[src/logic/axil_pkg.sv]
//------------------------------
// AXI-lite widths and the threshold address map
// Byte address = {channel, index, 2 byte bits}, byte bits ignored
//------------------------------

package axil_pkg;

	localparam int unsigned axil_byte_bits = 2;   // Byte select, dropped
	localparam int unsigned axil_idx_bits = 2;    // Threshold index field
	localparam int unsigned axil_ch_bits = 2;     // Channel field
	localparam int unsigned axil_addr_bits = axil_ch_bits + axil_idx_bits + axil_byte_bits;
	localparam int unsigned axil_data_bits = 32;

	typedef logic [axil_addr_bits-1:0] axil_addr_t;    // Byte address
	typedef logic [axil_data_bits-1:0] axil_data_t;    // Data word
	typedef logic [axil_data_bits/8-1:0] axil_strb_t;  // Write strobes, ignored
	typedef logic [1:0] axil_resp_t;

	// Only OKAY is ever returned
	localparam axil_resp_t resp_okay = 2'b00;

endpackage : axil_pkg

[src/logic/thr_cfg_pkg.sv]
//------------------------------
// Sizes and types of the threshold kernel, fixed at K=8, N=2, C=4, PE=1
// Unsigned samples only, output bias is always 0
// Each channel table must be kept in ascending order by software
//------------------------------

package thr_cfg_pkg;

	//------------------------------
	// Kernel sizes
	//------------------------------
	localparam int unsigned thr_k = 8;                  // Sample and threshold width
	localparam int unsigned thr_n = 2;                  // Output precision
	localparam int unsigned thr_c = 4;                  // Channels in rotation
	localparam int unsigned thr_per_ch = 2**thr_n - 1;  // Thresholds per channel
	localparam int unsigned out_bits = thr_n;           // Output level width

	//------------------------------
	// Vector types
	//------------------------------
	typedef logic [thr_k-1:0] sample_t;              // Sample or threshold word
	typedef logic [out_bits-1:0] level_t;            // Thresholds reached
	typedef logic [$clog2(thr_c)-1:0] chan_t;        // Channel index
	typedef logic [thr_n-1:0] tidx_t;                // Threshold index, 3 is unused
	typedef logic [((thr_k+7)/8)*8-1:0] s_tdata_t;    // Input stream, byte padded
	typedef logic [((out_bits+7)/8)*8-1:0] m_tdata_t; // Output stream, byte padded

	// Reset table
	// Entry [c][i] is 64*(i+1) + c
	localparam sample_t thr_init [thr_c][thr_per_ch] = '{
		'{8'd64, 8'd128, 8'd192},  // Channel 0
		'{8'd65, 8'd129, 8'd193},  // Channel 1
		'{8'd66, 8'd130, 8'd194},  // Channel 2
		'{8'd67, 8'd131, 8'd195}   // Channel 3
	};

endpackage : thr_cfg_pkg

[src/logic/axil_cfg_bridge.sv]
//------------------------------
// AXI-lite slave to config strobes
// One write and one read in flight at most, write wins a tie
// WSTRB ignored, write data cut to K bits, responses always OKAY
//------------------------------
`timescale 1ns/1ps

module axil_cfg_bridge (
	input	logic	ap_clk,
	input	logic	reset,

	// AXI-lite write
	input	logic	s_axilite_awvalid,
	output	logic	s_axilite_awready,
	input	axil_pkg::axil_addr_t	s_axilite_awaddr,
	input	logic	s_axilite_wvalid,
	output	logic	s_axilite_wready,
	input	axil_pkg::axil_data_t	s_axilite_wdata,
	input	axil_pkg::axil_strb_t	s_axilite_wstrb,
	output	logic	s_axilite_bvalid,
	input	logic	s_axilite_bready,
	output	axil_pkg::axil_resp_t	s_axilite_bresp,

	// AXI-lite read
	input	logic	s_axilite_arvalid,
	output	logic	s_axilite_arready,
	input	axil_pkg::axil_addr_t	s_axilite_araddr,
	output	logic	s_axilite_rvalid,
	input	logic	s_axilite_rready,
	output	axil_pkg::axil_data_t	s_axilite_rdata,
	output	axil_pkg::axil_resp_t	s_axilite_rresp,

	// Config port
	output	logic	cfg_en,
	output	logic	cfg_we,
	output	thr_cfg_pkg::chan_t	cfg_ch,
	output	thr_cfg_pkg::tidx_t	cfg_idx,
	output	thr_cfg_pkg::sample_t	cfg_d,
	input	logic	cfg_rack,
	input	thr_cfg_pkg::sample_t	cfg_q
);
	import thr_cfg_pkg::*;
	import axil_pkg::*;

	typedef enum logic [1:0] {wr_idle, wr_issue, wr_resp} wr_state_t;
	typedef enum logic [1:0] {rd_idle, rd_issue, rd_wait, rd_resp} rd_state_t;

	wr_state_t	wr_state;
	rd_state_t	rd_state;
	logic	aw_full;      // AW latched, waiting for W
	logic	w_full;       // W latched, waiting for AW
	logic	aw_hs;
	logic	w_hs;
	logic	ar_hs;
	logic	wr_go;        // Write strobe this cycle
	logic	rd_go;        // Read strobe this cycle
	axil_addr_t	aw_addr_q;
	axil_addr_t	ar_addr_q;
	axil_addr_t	cfg_addr;
	sample_t	wdata_q;
	sample_t	rdata_q;

	//------------------------------
	// Handshakes
	//------------------------------
	assign s_axilite_awready = (wr_state == wr_idle) && !aw_full;
	assign s_axilite_wready = (wr_state == wr_idle) && !w_full;
	assign s_axilite_arready = (rd_state == rd_idle);  // One read outstanding
	assign aw_hs = s_axilite_awvalid && s_axilite_awready;
	assign w_hs = s_axilite_wvalid && s_axilite_wready;
	assign ar_hs = s_axilite_arvalid && s_axilite_arready;

	// Write FSM
	always_ff @(posedge ap_clk) begin
		if (reset) begin
			wr_state <= wr_idle;
			aw_full <= 1'b0;
			w_full <= 1'b0;
		end else begin
			case (wr_state)
				wr_idle: begin
					if ((aw_full || aw_hs) && (w_full || w_hs)) begin  // Both halves held
						wr_state <= wr_issue;
						aw_full <= 1'b0;
						w_full <= 1'b0;
					end else begin
						if (aw_hs) aw_full <= 1'b1;
						if (w_hs) w_full <= 1'b1;
					end
				end
				wr_issue: wr_state <= wr_resp;  // Strobe is one cycle
				wr_resp: if (s_axilite_bready) wr_state <= wr_idle;
				default: wr_state <= wr_idle;
			endcase
		end
	end

	// Read FSM
	always_ff @(posedge ap_clk) begin
		if (reset) begin
			rd_state <= rd_idle;
		end else begin
			case (rd_state)
				rd_idle: if (ar_hs) rd_state <= rd_issue;
				rd_issue: if (!wr_go) rd_state <= rd_wait;  // Yield to a write
				rd_wait: if (cfg_rack) rd_state <= rd_resp;
				rd_resp: if (s_axilite_rready) rd_state <= rd_idle;
				default: rd_state <= rd_idle;
			endcase
		end
	end

	// Address and data holding regs
	always_ff @(posedge ap_clk) begin
		if (aw_hs) aw_addr_q <= s_axilite_awaddr;
		if (w_hs) wdata_q <= s_axilite_wdata[thr_k-1:0];  // Truncate to K bits
		if (ar_hs) ar_addr_q <= s_axilite_araddr;
		if ((rd_state == rd_wait) && cfg_rack) rdata_q <= cfg_q;
	end

	//------------------------------
	// Config strobes
	//------------------------------
	assign wr_go = (wr_state == wr_issue);
	assign rd_go = (rd_state == rd_issue) && !wr_go;
	assign cfg_en = wr_go || rd_go;
	assign cfg_we = wr_go;
	assign cfg_addr = wr_go ? aw_addr_q : ar_addr_q;
	assign cfg_idx = cfg_addr[axil_byte_bits +: axil_idx_bits];  // Byte bits dropped
	assign cfg_ch = cfg_addr[axil_byte_bits + axil_idx_bits +: axil_ch_bits];
	assign cfg_d = wdata_q;

	// Responses
	assign s_axilite_bvalid = (wr_state == wr_resp);
	assign s_axilite_bresp = resp_okay;
	assign s_axilite_rvalid = (rd_state == rd_resp);
	assign s_axilite_rdata = {{(axil_data_bits - thr_k){1'b0}}, rdata_q};  // Zero extend
	assign s_axilite_rresp = resp_okay;

endmodule : axil_cfg_bridge

[src/logic/threshold_pipe.sv]
//------------------------------
// Two-stage compare pipe with round-robin channels
// Beat n uses channel n mod 4, counted from reset
// Whole pipe stalls on output back-pressure, 2 cycles latency
//------------------------------
`timescale 1ns/1ps

module threshold_pipe (
	input	logic	ap_clk,
	input	logic	reset,

	// Table lookup
	output	thr_cfg_pkg::chan_t	lk_ch,
	input	thr_cfg_pkg::sample_t [thr_cfg_pkg::thr_per_ch-1:0]	lk_thr,

	// Input stream
	output	logic	s_axis_tready,
	input	logic	s_axis_tvalid,
	input	thr_cfg_pkg::s_tdata_t	s_axis_tdata,

	// Output stream
	input	logic	m_axis_tready,
	output	logic	m_axis_tvalid,
	output	thr_cfg_pkg::m_tdata_t	m_axis_tdata
);
	import thr_cfg_pkg::*;

	logic	adv;          // Whole pipe moves this cycle
	logic	in_hs;        // Input beat accepted
	chan_t	chan_q;       // Channel of the next input beat

	// Stage 1
	logic	s1_vld;
	sample_t	s1_smp;
	sample_t [thr_per_ch-1:0]	s1_thr;

	// Stage 2
	logic	s2_vld;
	level_t	s2_lvl;
	level_t	cnt;          // Thresholds reached by the stage 1 sample

	//------------------------------
	// Flow control
	//------------------------------
	assign adv = !s2_vld || m_axis_tready;
	assign s_axis_tready = adv;
	assign in_hs = s_axis_tvalid && adv;

	// Channel rotation
	always_ff @(posedge ap_clk) begin
		if (reset) begin
			chan_q <= '0;
		end else if (in_hs) begin
			if (chan_q == chan_t'(thr_c - 1)) begin
				chan_q <= '0;  // Wrap
			end else begin
				chan_q <= chan_q + chan_t'(1);
			end
		end
	end

	assign lk_ch = chan_q;

	//------------------------------
	// Stage 1 registers sample and its thresholds
	//------------------------------
	always_ff @(posedge ap_clk) begin
		if (reset) begin
			s1_vld <= 1'b0;
		end else if (adv) begin
			s1_vld <= s_axis_tvalid;  // Bubble when no input
		end
	end

	always_ff @(posedge ap_clk) begin
		if (in_hs) begin
			s1_smp <= s_axis_tdata[thr_k-1:0];
			s1_thr <= lk_thr;  // Latest table contents
		end
	end

	// Count thresholds at or below the sample
	always_comb begin
		cnt = '0;
		for (int i = 0; i < thr_per_ch; i++) begin
			if (s1_smp >= s1_thr[i]) begin
				cnt = cnt + level_t'(1);
			end
		end
	end

	//------------------------------
	// Stage 2 registers the level
	//------------------------------
	always_ff @(posedge ap_clk) begin
		if (reset) begin
			s2_vld <= 1'b0;
		end else if (adv) begin
			s2_vld <= s1_vld;
		end
	end

	always_ff @(posedge ap_clk) begin
		if (adv && s1_vld) begin
			s2_lvl <= cnt;
		end
	end

	// Output word, level in the low bits
	assign m_axis_tvalid = s2_vld;
	assign m_axis_tdata = {{($bits(m_tdata_t) - out_bits){1'b0}}, s2_lvl};

endmodule : threshold_pipe

[src/logic/threshold_store.sv]
//------------------------------
// Threshold table in flops, loaded with thr_init on reset
// Index 3 is a hole: writes dropped, reads give 0
//------------------------------
`timescale 1ns/1ps

module threshold_store (
	input	logic	ap_clk,
	input	logic	reset,

	// Config port
	input	logic	cfg_en,
	input	logic	cfg_we,
	input	thr_cfg_pkg::chan_t	cfg_ch,
	input	thr_cfg_pkg::tidx_t	cfg_idx,
	input	thr_cfg_pkg::sample_t	cfg_d,
	output	logic	cfg_rack,
	output	thr_cfg_pkg::sample_t	cfg_q,

	// Stream lookup, combinational
	input	thr_cfg_pkg::chan_t	lk_ch,
	output	thr_cfg_pkg::sample_t [thr_cfg_pkg::thr_per_ch-1:0]	lk_thr
);
	import thr_cfg_pkg::*;

	sample_t	thr_q [thr_c][thr_per_ch];  // [channel][index]
	logic	idx_ok;                         // Index maps to a real threshold

	assign idx_ok = (cfg_idx < thr_per_ch);

	//------------------------------
	// Table update
	//------------------------------
	always_ff @(posedge ap_clk) begin
		if (reset) begin
			thr_q <= thr_init;
		end else if (cfg_en && cfg_we && idx_ok) begin
			thr_q[cfg_ch][cfg_idx] <= cfg_d;
		end
	end

	// Read ack pulses one cycle after the strobe
	always_ff @(posedge ap_clk) begin
		if (reset) begin
			cfg_rack <= 1'b0;
		end else begin
			cfg_rack <= cfg_en && !cfg_we;
		end
	end

	// Read data, only looked at with cfg_rack
	always_ff @(posedge ap_clk) begin
		if (cfg_en && !cfg_we) begin
			cfg_q <= idx_ok ? thr_q[cfg_ch][cfg_idx] : '0;
		end
	end

	//------------------------------
	// Lookup for the sample entering stage 1
	//------------------------------
	always_comb begin
		for (int i = 0; i < thr_per_ch; i++) begin
			lk_thr[i] = thr_q[lk_ch][i];  // Ascending order by index
		end
	end

endmodule : threshold_store

[src/logic/thresholding_axi.sv]
//------------------------------
// Multi-threshold unit with AXI-lite table access
// AXI-stream in and out, one unsigned 8-bit sample per beat
// Reset is synchronous and active high
//------------------------------
`timescale 1ns/1ps

module thresholding_axi (
	input	logic	ap_clk,
	input	logic	reset,

	//------------------------------
	// AXI-lite
	//------------------------------
	input	logic	s_axilite_awvalid,
	output	logic	s_axilite_awready,
	input	axil_pkg::axil_addr_t	s_axilite_awaddr,   // Low 2 bits ignored
	input	logic	s_axilite_wvalid,
	output	logic	s_axilite_wready,
	input	axil_pkg::axil_data_t	s_axilite_wdata,
	input	axil_pkg::axil_strb_t	s_axilite_wstrb,
	output	logic	s_axilite_bvalid,
	input	logic	s_axilite_bready,
	output	axil_pkg::axil_resp_t	s_axilite_bresp,
	input	logic	s_axilite_arvalid,
	output	logic	s_axilite_arready,
	input	axil_pkg::axil_addr_t	s_axilite_araddr,
	output	logic	s_axilite_rvalid,
	input	logic	s_axilite_rready,
	output	axil_pkg::axil_data_t	s_axilite_rdata,
	output	axil_pkg::axil_resp_t	s_axilite_rresp,

	//------------------------------
	// AXI-stream
	//------------------------------
	output	logic	s_axis_tready,
	input	logic	s_axis_tvalid,
	input	thr_cfg_pkg::s_tdata_t	s_axis_tdata,
	input	logic	m_axis_tready,
	output	logic	m_axis_tvalid,
	output	thr_cfg_pkg::m_tdata_t	m_axis_tdata
);
	import thr_cfg_pkg::*;

	// Config path
	logic	cfg_en;
	logic	cfg_we;
	chan_t	cfg_ch;
	tidx_t	cfg_idx;
	sample_t	cfg_d;
	logic	cfg_rack;
	sample_t	cfg_q;

	// Lookup path
	chan_t	lk_ch;
	sample_t [thr_per_ch-1:0]	lk_thr;

	axil_cfg_bridge bridge0 (
		.ap_clk, .reset,
		.s_axilite_awvalid, .s_axilite_awready, .s_axilite_awaddr,
		.s_axilite_wvalid, .s_axilite_wready, .s_axilite_wdata, .s_axilite_wstrb,
		.s_axilite_bvalid, .s_axilite_bready, .s_axilite_bresp,
		.s_axilite_arvalid, .s_axilite_arready, .s_axilite_araddr,
		.s_axilite_rvalid, .s_axilite_rready, .s_axilite_rdata, .s_axilite_rresp,
		.cfg_en, .cfg_we, .cfg_ch, .cfg_idx, .cfg_d,
		.cfg_rack, .cfg_q
	);

	threshold_store store0 (
		.ap_clk, .reset,
		.cfg_en, .cfg_we, .cfg_ch, .cfg_idx, .cfg_d,
		.cfg_rack, .cfg_q,
		.lk_ch, .lk_thr
	);

	threshold_pipe pipe0 (
		.ap_clk, .reset,
		.lk_ch, .lk_thr,
		.s_axis_tready, .s_axis_tvalid, .s_axis_tdata,
		.m_axis_tready, .m_axis_tvalid, .m_axis_tdata
	);

endmodule : thresholding_axi

[config.mk]
export PLATFORM = sky130hd
export DESIGN_NAME = thresholding_axi
export DESIGN_NICKNAME = d
export VERILOG_FILES = /design/src/logic/axil_pkg.sv /design/src/logic/thr_cfg_pkg.sv /design/src/logic/axil_cfg_bridge.sv /design/src/logic/threshold_pipe.sv /design/src/logic/threshold_store.sv /design/src/logic/thresholding_axi.sv
export SDC_FILE = /design/constraint.sdc
export NUM_CORES = 1
export LEC_CHECK = 0
export ABC_AREA = 1
export BUFFER_PORTS_ARGS = -buffer_cell sky130_fd_sc_hd__buf_2
export CORE_MARGIN = 2
export CORE_UTILIZATION = 50
export DETAILED_ROUTE_END_ITERATION = 6
export HOLD_SLACK_MARGIN = 0.03
export PLACE_DENSITY = 0.71
export SLEW_MARGIN = 20
export SYNTH_ARGS = -nofsm -noshare
export SYNTH_HDL_FRONTEND = slang
export SYNTH_SLANG_ARGS = --single-unit
[constraint.sdc]
create_clock -name ap_clk -period 2.6 [get_ports ap_clk]
set_clock_uncertainty 0.2 [all_clocks]
set_input_delay 0.78 -clock ap_clk [delete_from_list [all_inputs] [get_ports ap_clk]]
set_output_delay 0.78 -clock ap_clk [all_outputs]
set_load 0.02 [all_outputs]
# Word level (Yosys, flattened, before mapping)
# Index checks and enable logic that the tools add are counted.
dict set report op_classes {
  magnitude_cmp 9
  reduce_logical 31
  n_mul 0
  muxes 31
  div_mod_pow 0
  eq_ne 12
  bitwise_logic 3
  addsub 3
  shift 0
}
# operator count
set ops {}
lappend ops {{24-bit two-way mux} 5}
lappend ops {{24-bit binary-select mux with 2-bit select} 2}
lappend ops {{96-bit bitwise mux} 1}
lappend ops {{24-bit demux with 2-bit select} 1}
lappend ops {{8-bit >= comparator} 3}
lappend ops {{8-bit two-way mux} 3}
lappend ops {{2-bit two-way mux} 9}
lappend ops {{8-bit binary-select mux with 2-bit select} 1}
lappend ops {{8-bit demux with 2-bit select} 1}
lappend ops {{1-bit logical AND} 15}
lappend ops {{3-bit >= comparator, second input constant} 3}
lappend ops {{2-bit NOT with 3-bit output} 3}
lappend ops {{2-bit equality test, second input constant} 4}
lappend ops {{2-bit case mux with 4 select lines} 1}
lappend ops {{3-bit by 1-bit < comparator with 1-bit output, second input constant} 2}
lappend ops {{6-bit two-way mux} 1}
lappend ops {{2-bit by 1-bit != test with 1-bit output, second input constant} 3}
lappend ops {{2-bit != test, second input constant} 3}
lappend ops {{2-bit case mux with 3 select lines} 1}
lappend ops {{2-bit AND reduction} 3}
lappend ops {{1-bit two-way mux} 5}
lappend ops {{2-bit by 1-bit adder with 2-bit output, second input constant} 2}
lappend ops {{2-bit by 1-bit equality test with 1-bit output, second input constant} 2}
lappend ops {{1-bit zero test} 4}
lappend ops {{6 further kinds} 11}
dict set report totals {
  latch_bits 0
  n_memories 0
  mem_bits_rw 0
  output_inout_bits 51
  inputBits 65
  register_bits 177
  elab_cells 119
  romBits 0
}

# Logic depth before layout (Yosys ltp)
dict set report depth {
  depth_word 10
  mapped_depth 14
  mapped_depth_nobuf 12
}

# Cells and area by module
# A second synthesis with hierarchy kept.
dict set report unflattened {
  cells_unflattened 1172
  hier_area_um2 8784.7
}
# mod area_per_inst_um2 cells_each n_inst seq_area_each_um2
set modules_own_cells {}
lappend modules_own_cells {threshold_store 5429.0 870 1 2182.1}
lappend modules_own_cells {threshold_pipe 1941.9 177 1 1101.1}
lappend modules_own_cells {axil_cfg_bridge 1413.9 125 1 840.8}

# Worst setup path after synthesis
# Ideal clock, no wire load.
dict set report synth_path {
  path_kind {input to register}
  startpoint {input m_axis_tready}
  endpoint {register pipe0.s1_smp[0] (enable)}
  setup_time_ps 387
  arrival_ps 1811
  n_path_buf 0
  required_time_ps 2013
  path_slack_ps 202
  cell_stages 4
  path_cell_list {nor2_1 > inv_1 > nand2_1 > inv_1}
}
dict set report synth_via {
  elab_chain_len 2
}
# element line_no
set synth_rtl {}
lappend synth_rtl {{start, declared} thresholding_axi.sv:39} ;# input logic m_axis_tready,
lappend synth_rtl {{1-bit logical OR} threshold_pipe.sv:45} ;# assign adv = !s2_vld || m_axis_tready;
lappend synth_rtl {{net s_axis_tready} thresholding_axi.sv:36} ;# output logic s_axis_tready,
lappend synth_rtl {{1-bit logical AND} threshold_pipe.sv:47} ;# assign in_hs = s_axis_tvalid && adv;
lappend synth_rtl {{net pipe0.in_hs} threshold_pipe.sv:29} ;# logic in_hs;
lappend synth_rtl {{end signal, assigned} threshold_pipe.sv:77} ;# s1_smp <= s_axis_tdata[thr_k-1:0];
lappend synth_rtl {{end, declared} threshold_pipe.sv:34} ;# sample_t s1_smp;
# The timed path passes the listed nets, and every way through them passes these cells.
# A chain may end at the register's enable or synchronous reset.

# Worst setup path after layout
dict set report layout_path {
  startpoint {register bridge0.wr_state[0]}
  endpoint {register store0.thr_q[51] (netlist bit)}
}
dict set report layout_via {
  elab_chain_len 10
  word_cells_on_any_way 21
  classes_between {order compare: 5; eq/ne: 1; mux: 6; bitwise: 2; reduce/logical: 7}
}
# element line_no
set layout_rtl {}
lappend layout_rtl {{start, declared} axil_cfg_bridge.sv:48} ;# wr_state_t wr_state;
lappend layout_rtl {{start signal, assigned} axil_cfg_bridge.sv:76} ;# wr_state <= wr_idle;
lappend layout_rtl {{start signal, assigned} axil_cfg_bridge.sv:83} ;# wr_state <= wr_issue;
lappend layout_rtl {{start signal, assigned} axil_cfg_bridge.sv:91} ;# wr_issue: wr_state <= wr_resp;
lappend layout_rtl {{2-bit by 1-bit equality test with 1-bit output (*)} axil_cfg_bridge.sv:124} ;# assign wr_go = (wr_state == wr_issue);
lappend layout_rtl {{6-bit two-way mux} axil_cfg_bridge.sv:128} ;# assign cfg_addr = wr_go ? aw_addr_q : ar_addr_q;
lappend layout_rtl {{2-bit NOT with 3-bit output (not written as such)} threshold_store.sv:38} ;# thr_q[cfg_ch][cfg_idx] <= cfg_d;
lappend layout_rtl {{3-bit >= comparator (not written as such) / 3-bit by 1-bit < comparator with 1-bit output (equally long branches)} threshold_store.sv:38}
lappend layout_rtl {{1-bit logical AND (not written as such)} threshold_store.sv:38}
lappend layout_rtl {{8-bit two-way mux (not written as such)} threshold_store.sv:38}
lappend layout_rtl {{8-bit demux with 2-bit select} threshold_store.sv:38}
lappend layout_rtl {{24-bit two-way mux (not written as such)} threshold_store.sv:38}
lappend layout_rtl {{24-bit demux with 2-bit select} threshold_store.sv:38}
lappend layout_rtl {{96-bit bitwise mux} threshold_store.sv:38}
lappend layout_rtl {{end signal, assigned} threshold_store.sv:36} ;# thr_q <= thr_init;
lappend layout_rtl {{end signal, assigned by index} threshold_store.sv:38}
lappend layout_rtl {{end, declared} threshold_store.sv:26} ;# sample_t thr_q [thr_c][thr_per_ch];
# Mark *: on every way between the ends. The rest lies on a longest branch, timed or not.

==> out/results.ini <==
[timing]
max_slew_margin=0.5557
least_margin_pin_slew_ps=663.9
unrepaired_setup_endpoints_after_global_routing=no
setup_viol=0
hold-worst-slack_ps=218.9
setup_total_negative_slack_ps=0
timing_max_transition_violations_final=0
timing.final.crit_period_ps=2393
timing.final.hold_violations=0
min_period_over_period=0.9204
timing.fmax_mhz=417.9
worst_slack_ps=206.9

[drt]
detail_route.wl_per_cell_um=15.68
dr_total_vias=7552
firstDrtPassIters=6
drtIter0Drc=719
drtAntennaViolNets=0
wl_um=22170
avgViaCountPerCell=5.341
dr_drc_count=0

[layout]
filler_cell_count=1563
area.growth.synth_to_final_pct=11.78
final_core_util=0.5695
multi_input_comb_area_sq_mm=0.003859
insertedDiodeCount=0
layout_cells_sized_above_1=0.1161
register_area_sq_mm=0.004124
final_nets=1272
mostFrequentLayoutCell=nand2_1
commonest_cells_after_routing_fill_and_taps_aside=300 x nand2_1, 124 x o21ai_0, 121 x nor2_1, 107 x dfxtp_1, 96 x inv_1

[worst_setup_path]
cp_num_cells=11
worst-endpoint-arrival_ps=2560
cp_common_cell=nand2_1
critPathKind=register to register
r2r_slack_ps=210
top_family_by_delay_on_critical_path=simple AND/OR/NAND/NOR gates
worstReg2RegEnd=store0.thr_q[51]
worst-path-buf-inv=4
r2r_start=bridge0.wr_state[0]
critical_path_peak_fanout=12
worstSetupStartpointType=register
r2r_cells=11
cp_cell_sequence=nand2_2 > nand2_1 > o21ai_4 > buf_12 > buf_4 > nor2_4 > buf_4 > nand2_1 > inv_1 > nand2_1 > a21oi_1
worst_setup_path_end_kind=register
worst-endpoint-required_ps=2770
crit_path_max_incr_delay_ps=410
slowest_stage=dfxtp_1

[yosys]
ys.warnings.count=0
synthesis.area_per_instance_sq_um=7.717
synth_seq_area_share=0.4713
number_of_distinct_library_cells_after_synthesis=33
synth_enable_flop_cells=66
post_synth_instance_area_sq_mm=0.008751
register_bit_count_reported_by_yosys=173
synthCells=1134
synthFlopType=dfxtp_1
postSynth.asyncResetShare=0

[global_routing]
grt_max_degree=80
overflow=0
wire_length_of_the_first_global_routing_pass_um=35080
initial_antenna_violation_count=0
grt.total_usage=0.2485
grt_pass1_vias=6839

[place]
placement.setup.worst_slack_ps=158.0
gp_congestion=0.9484
hpwl_after_detailed_placement_um=15000
port_buffers=49

[clock_network]
clkTransAtPathRegs_ps=70
cts_num_sinks=173
latest_clock_arrival_within_the_worst_skew_pair_ps=440
cts_max_level=4
clock_tree_from_tritoncts=built
cts_resized=0
clk_path_buf_depth=2
cts_buffers=17
clock-root-buffer=clkbuf_16

[min_path]
worst_hold_path_type=register to register
worstHoldPathCells=0
min_to=bridge0.rdata_q[0]
hold_start=store0.cfg_q[0]

[floorplanning]
fp.dieW_um=136.3
site_rows=48
fp.dieH_um=136.3
die_area_sq_mm=0.01858
ioPinCount=116
fp.coreArea_sq_mm=0.01718
initial_core_util=0.5095

[power]
leakage_nw=4.564
power_density_mw_per_mm2=756.2
peakVddDrop_mv=0.5215
design_power_total_mw=7.397

[run]
timing.max_cap.violations=0

[run_status]
outcome=complete, no violations

[state kept, by name, summed over array words and instances, names as in the netlist]
register,count
store0.thr_q,96
pipe0.s1_thr,24
bridge0.cfg_d,8
bridge0.rdata_q,8
pipe0.s1_smp,8
store0.cfg_q,8
bridge0.ar_addr_q,4
bridge0.aw_addr_q,4
bridge0.rd_state,2
bridge0.wr_state,2
pipe0.lk_ch,2
pipe0.s2_lvl,2
bridge0.aw_full,1
bridge0.w_full,1
pipe0.m_axis_tvalid,1
pipe0.s1_vld,1
store0.cfg_rack,1
[synthesized netlist by cell type, types with 3 or more instances]
cell,instances,area share
o211ai_1,10,0.0086
buf_2,7,0.0040
ha_1,31,0.044
nor2_1,121,0.052
nand3_1,63,0.036
inv_2,8,0.0034
nor2_4,5,0.0064
a21oi_1,60,0.034
nand2_4,3,0.0039
dfxtp_1,107,0.24
nand4_1,5,0.0036
o21ai_0,124,0.071
buf_4,37,0.032
o22ai_1,14,0.010
nand2_1,300,0.13
edfxtp_1,66,0.23
nand3_2,3,0.0034
clkbuf_1,41,0.018
inv_1,96,0.041
nor3_1,12,0.0069
nand2_2,4,0.0029
[worst register-to-register path: stages (launching register included)]
cell and delay, ps:
dfxtp_1 410, nand2_2 240, nand2_1 180, o21ai_4 80, buf_12 160, buf_4 140, nor2_4 170, buf_4 200
nand2_1 80, inv_1 220, nand2_1 90, a21oi_1 160
[power breakdown]
part / internal [mW] / total (mW) / switching, mW
Sequential: 3.07 / 3.21 / 0.141
Combinational: 0.465 / 1.53 / 1.07
Clock: 1.62 / 2.65 / 1.04
Total: 5.15 / 7.40 / 2.25
[repair_timing]
action	CTS	global route
hold buffers	0	0
setup endpoints to repair	0	8
setup buffers	0	3
[metrics by stage]
| step | cells | area, sq um |
|---|---|---|
| 2_1_floorplan | 1167 | 8875 |
| 3_3_place_gp | 1379 | 9129 |
| 3_5_place_dp | 1379 | 9129 |
| 4_1_cts | 1411 | 9747 |
| 5_1_grt | 1414 | 9782 |
| 6_report | 1414 | 9782 |
[kinds of logic after synthesis]
family | count (synthesis) | synth area share
and+or+nand+nor | 520 | 0.2499
AOI/OAI and AO/OA | 214 | 0.1311
buffers and inverters | 194 | 0.1019
DFF | 173 | 0.4713
adders and majority gates | 31 | 0.04432
xor gates and xnor gates | 1 | 0.001001
other | 1 | 0.0004285
[routing by layer]
metal | share of wire | up-vias | GRT usage
met4 | 0.032 | 0 | 0.1082
met2 | 0.47 | 349 | 0.4028
met1 | 0.42 | 3411 | 0.3224
met3 | 0.076 | 63 | 0.04996
li1 | - | 3729 | -
met5 | 0 | - | 0
[worst max path at each step]
stage	startpoint	endpoint	slack, ps
global route	bridge0.wr_state[0]	store0.thr_q[85]	20
CTS	bridge0.wr_state[0]	store0.cfg_q[4]	140
floorplan	m_axis_tready	pipe0.s1_smp[0]	200
global placement	bridge0.wr_state[0]	store0.cfg_q[4]	210
finish	bridge0.wr_state[0]	store0.thr_q[51]	210
detailed placement	bridge0.wr_state[0]	store0.cfg_q[4]	160
[cell type report]
cell class,count,share of cell area
flip-flops and latches,173,0.4216
multi-input cells,800,0.3945
repair buffers,78,0.05116
clock buffers,22,0.04963
inverters,106,0.04080
well taps,225,0.02878
clock inverters,10,0.01356
Power figures use the tool's default switching activity.
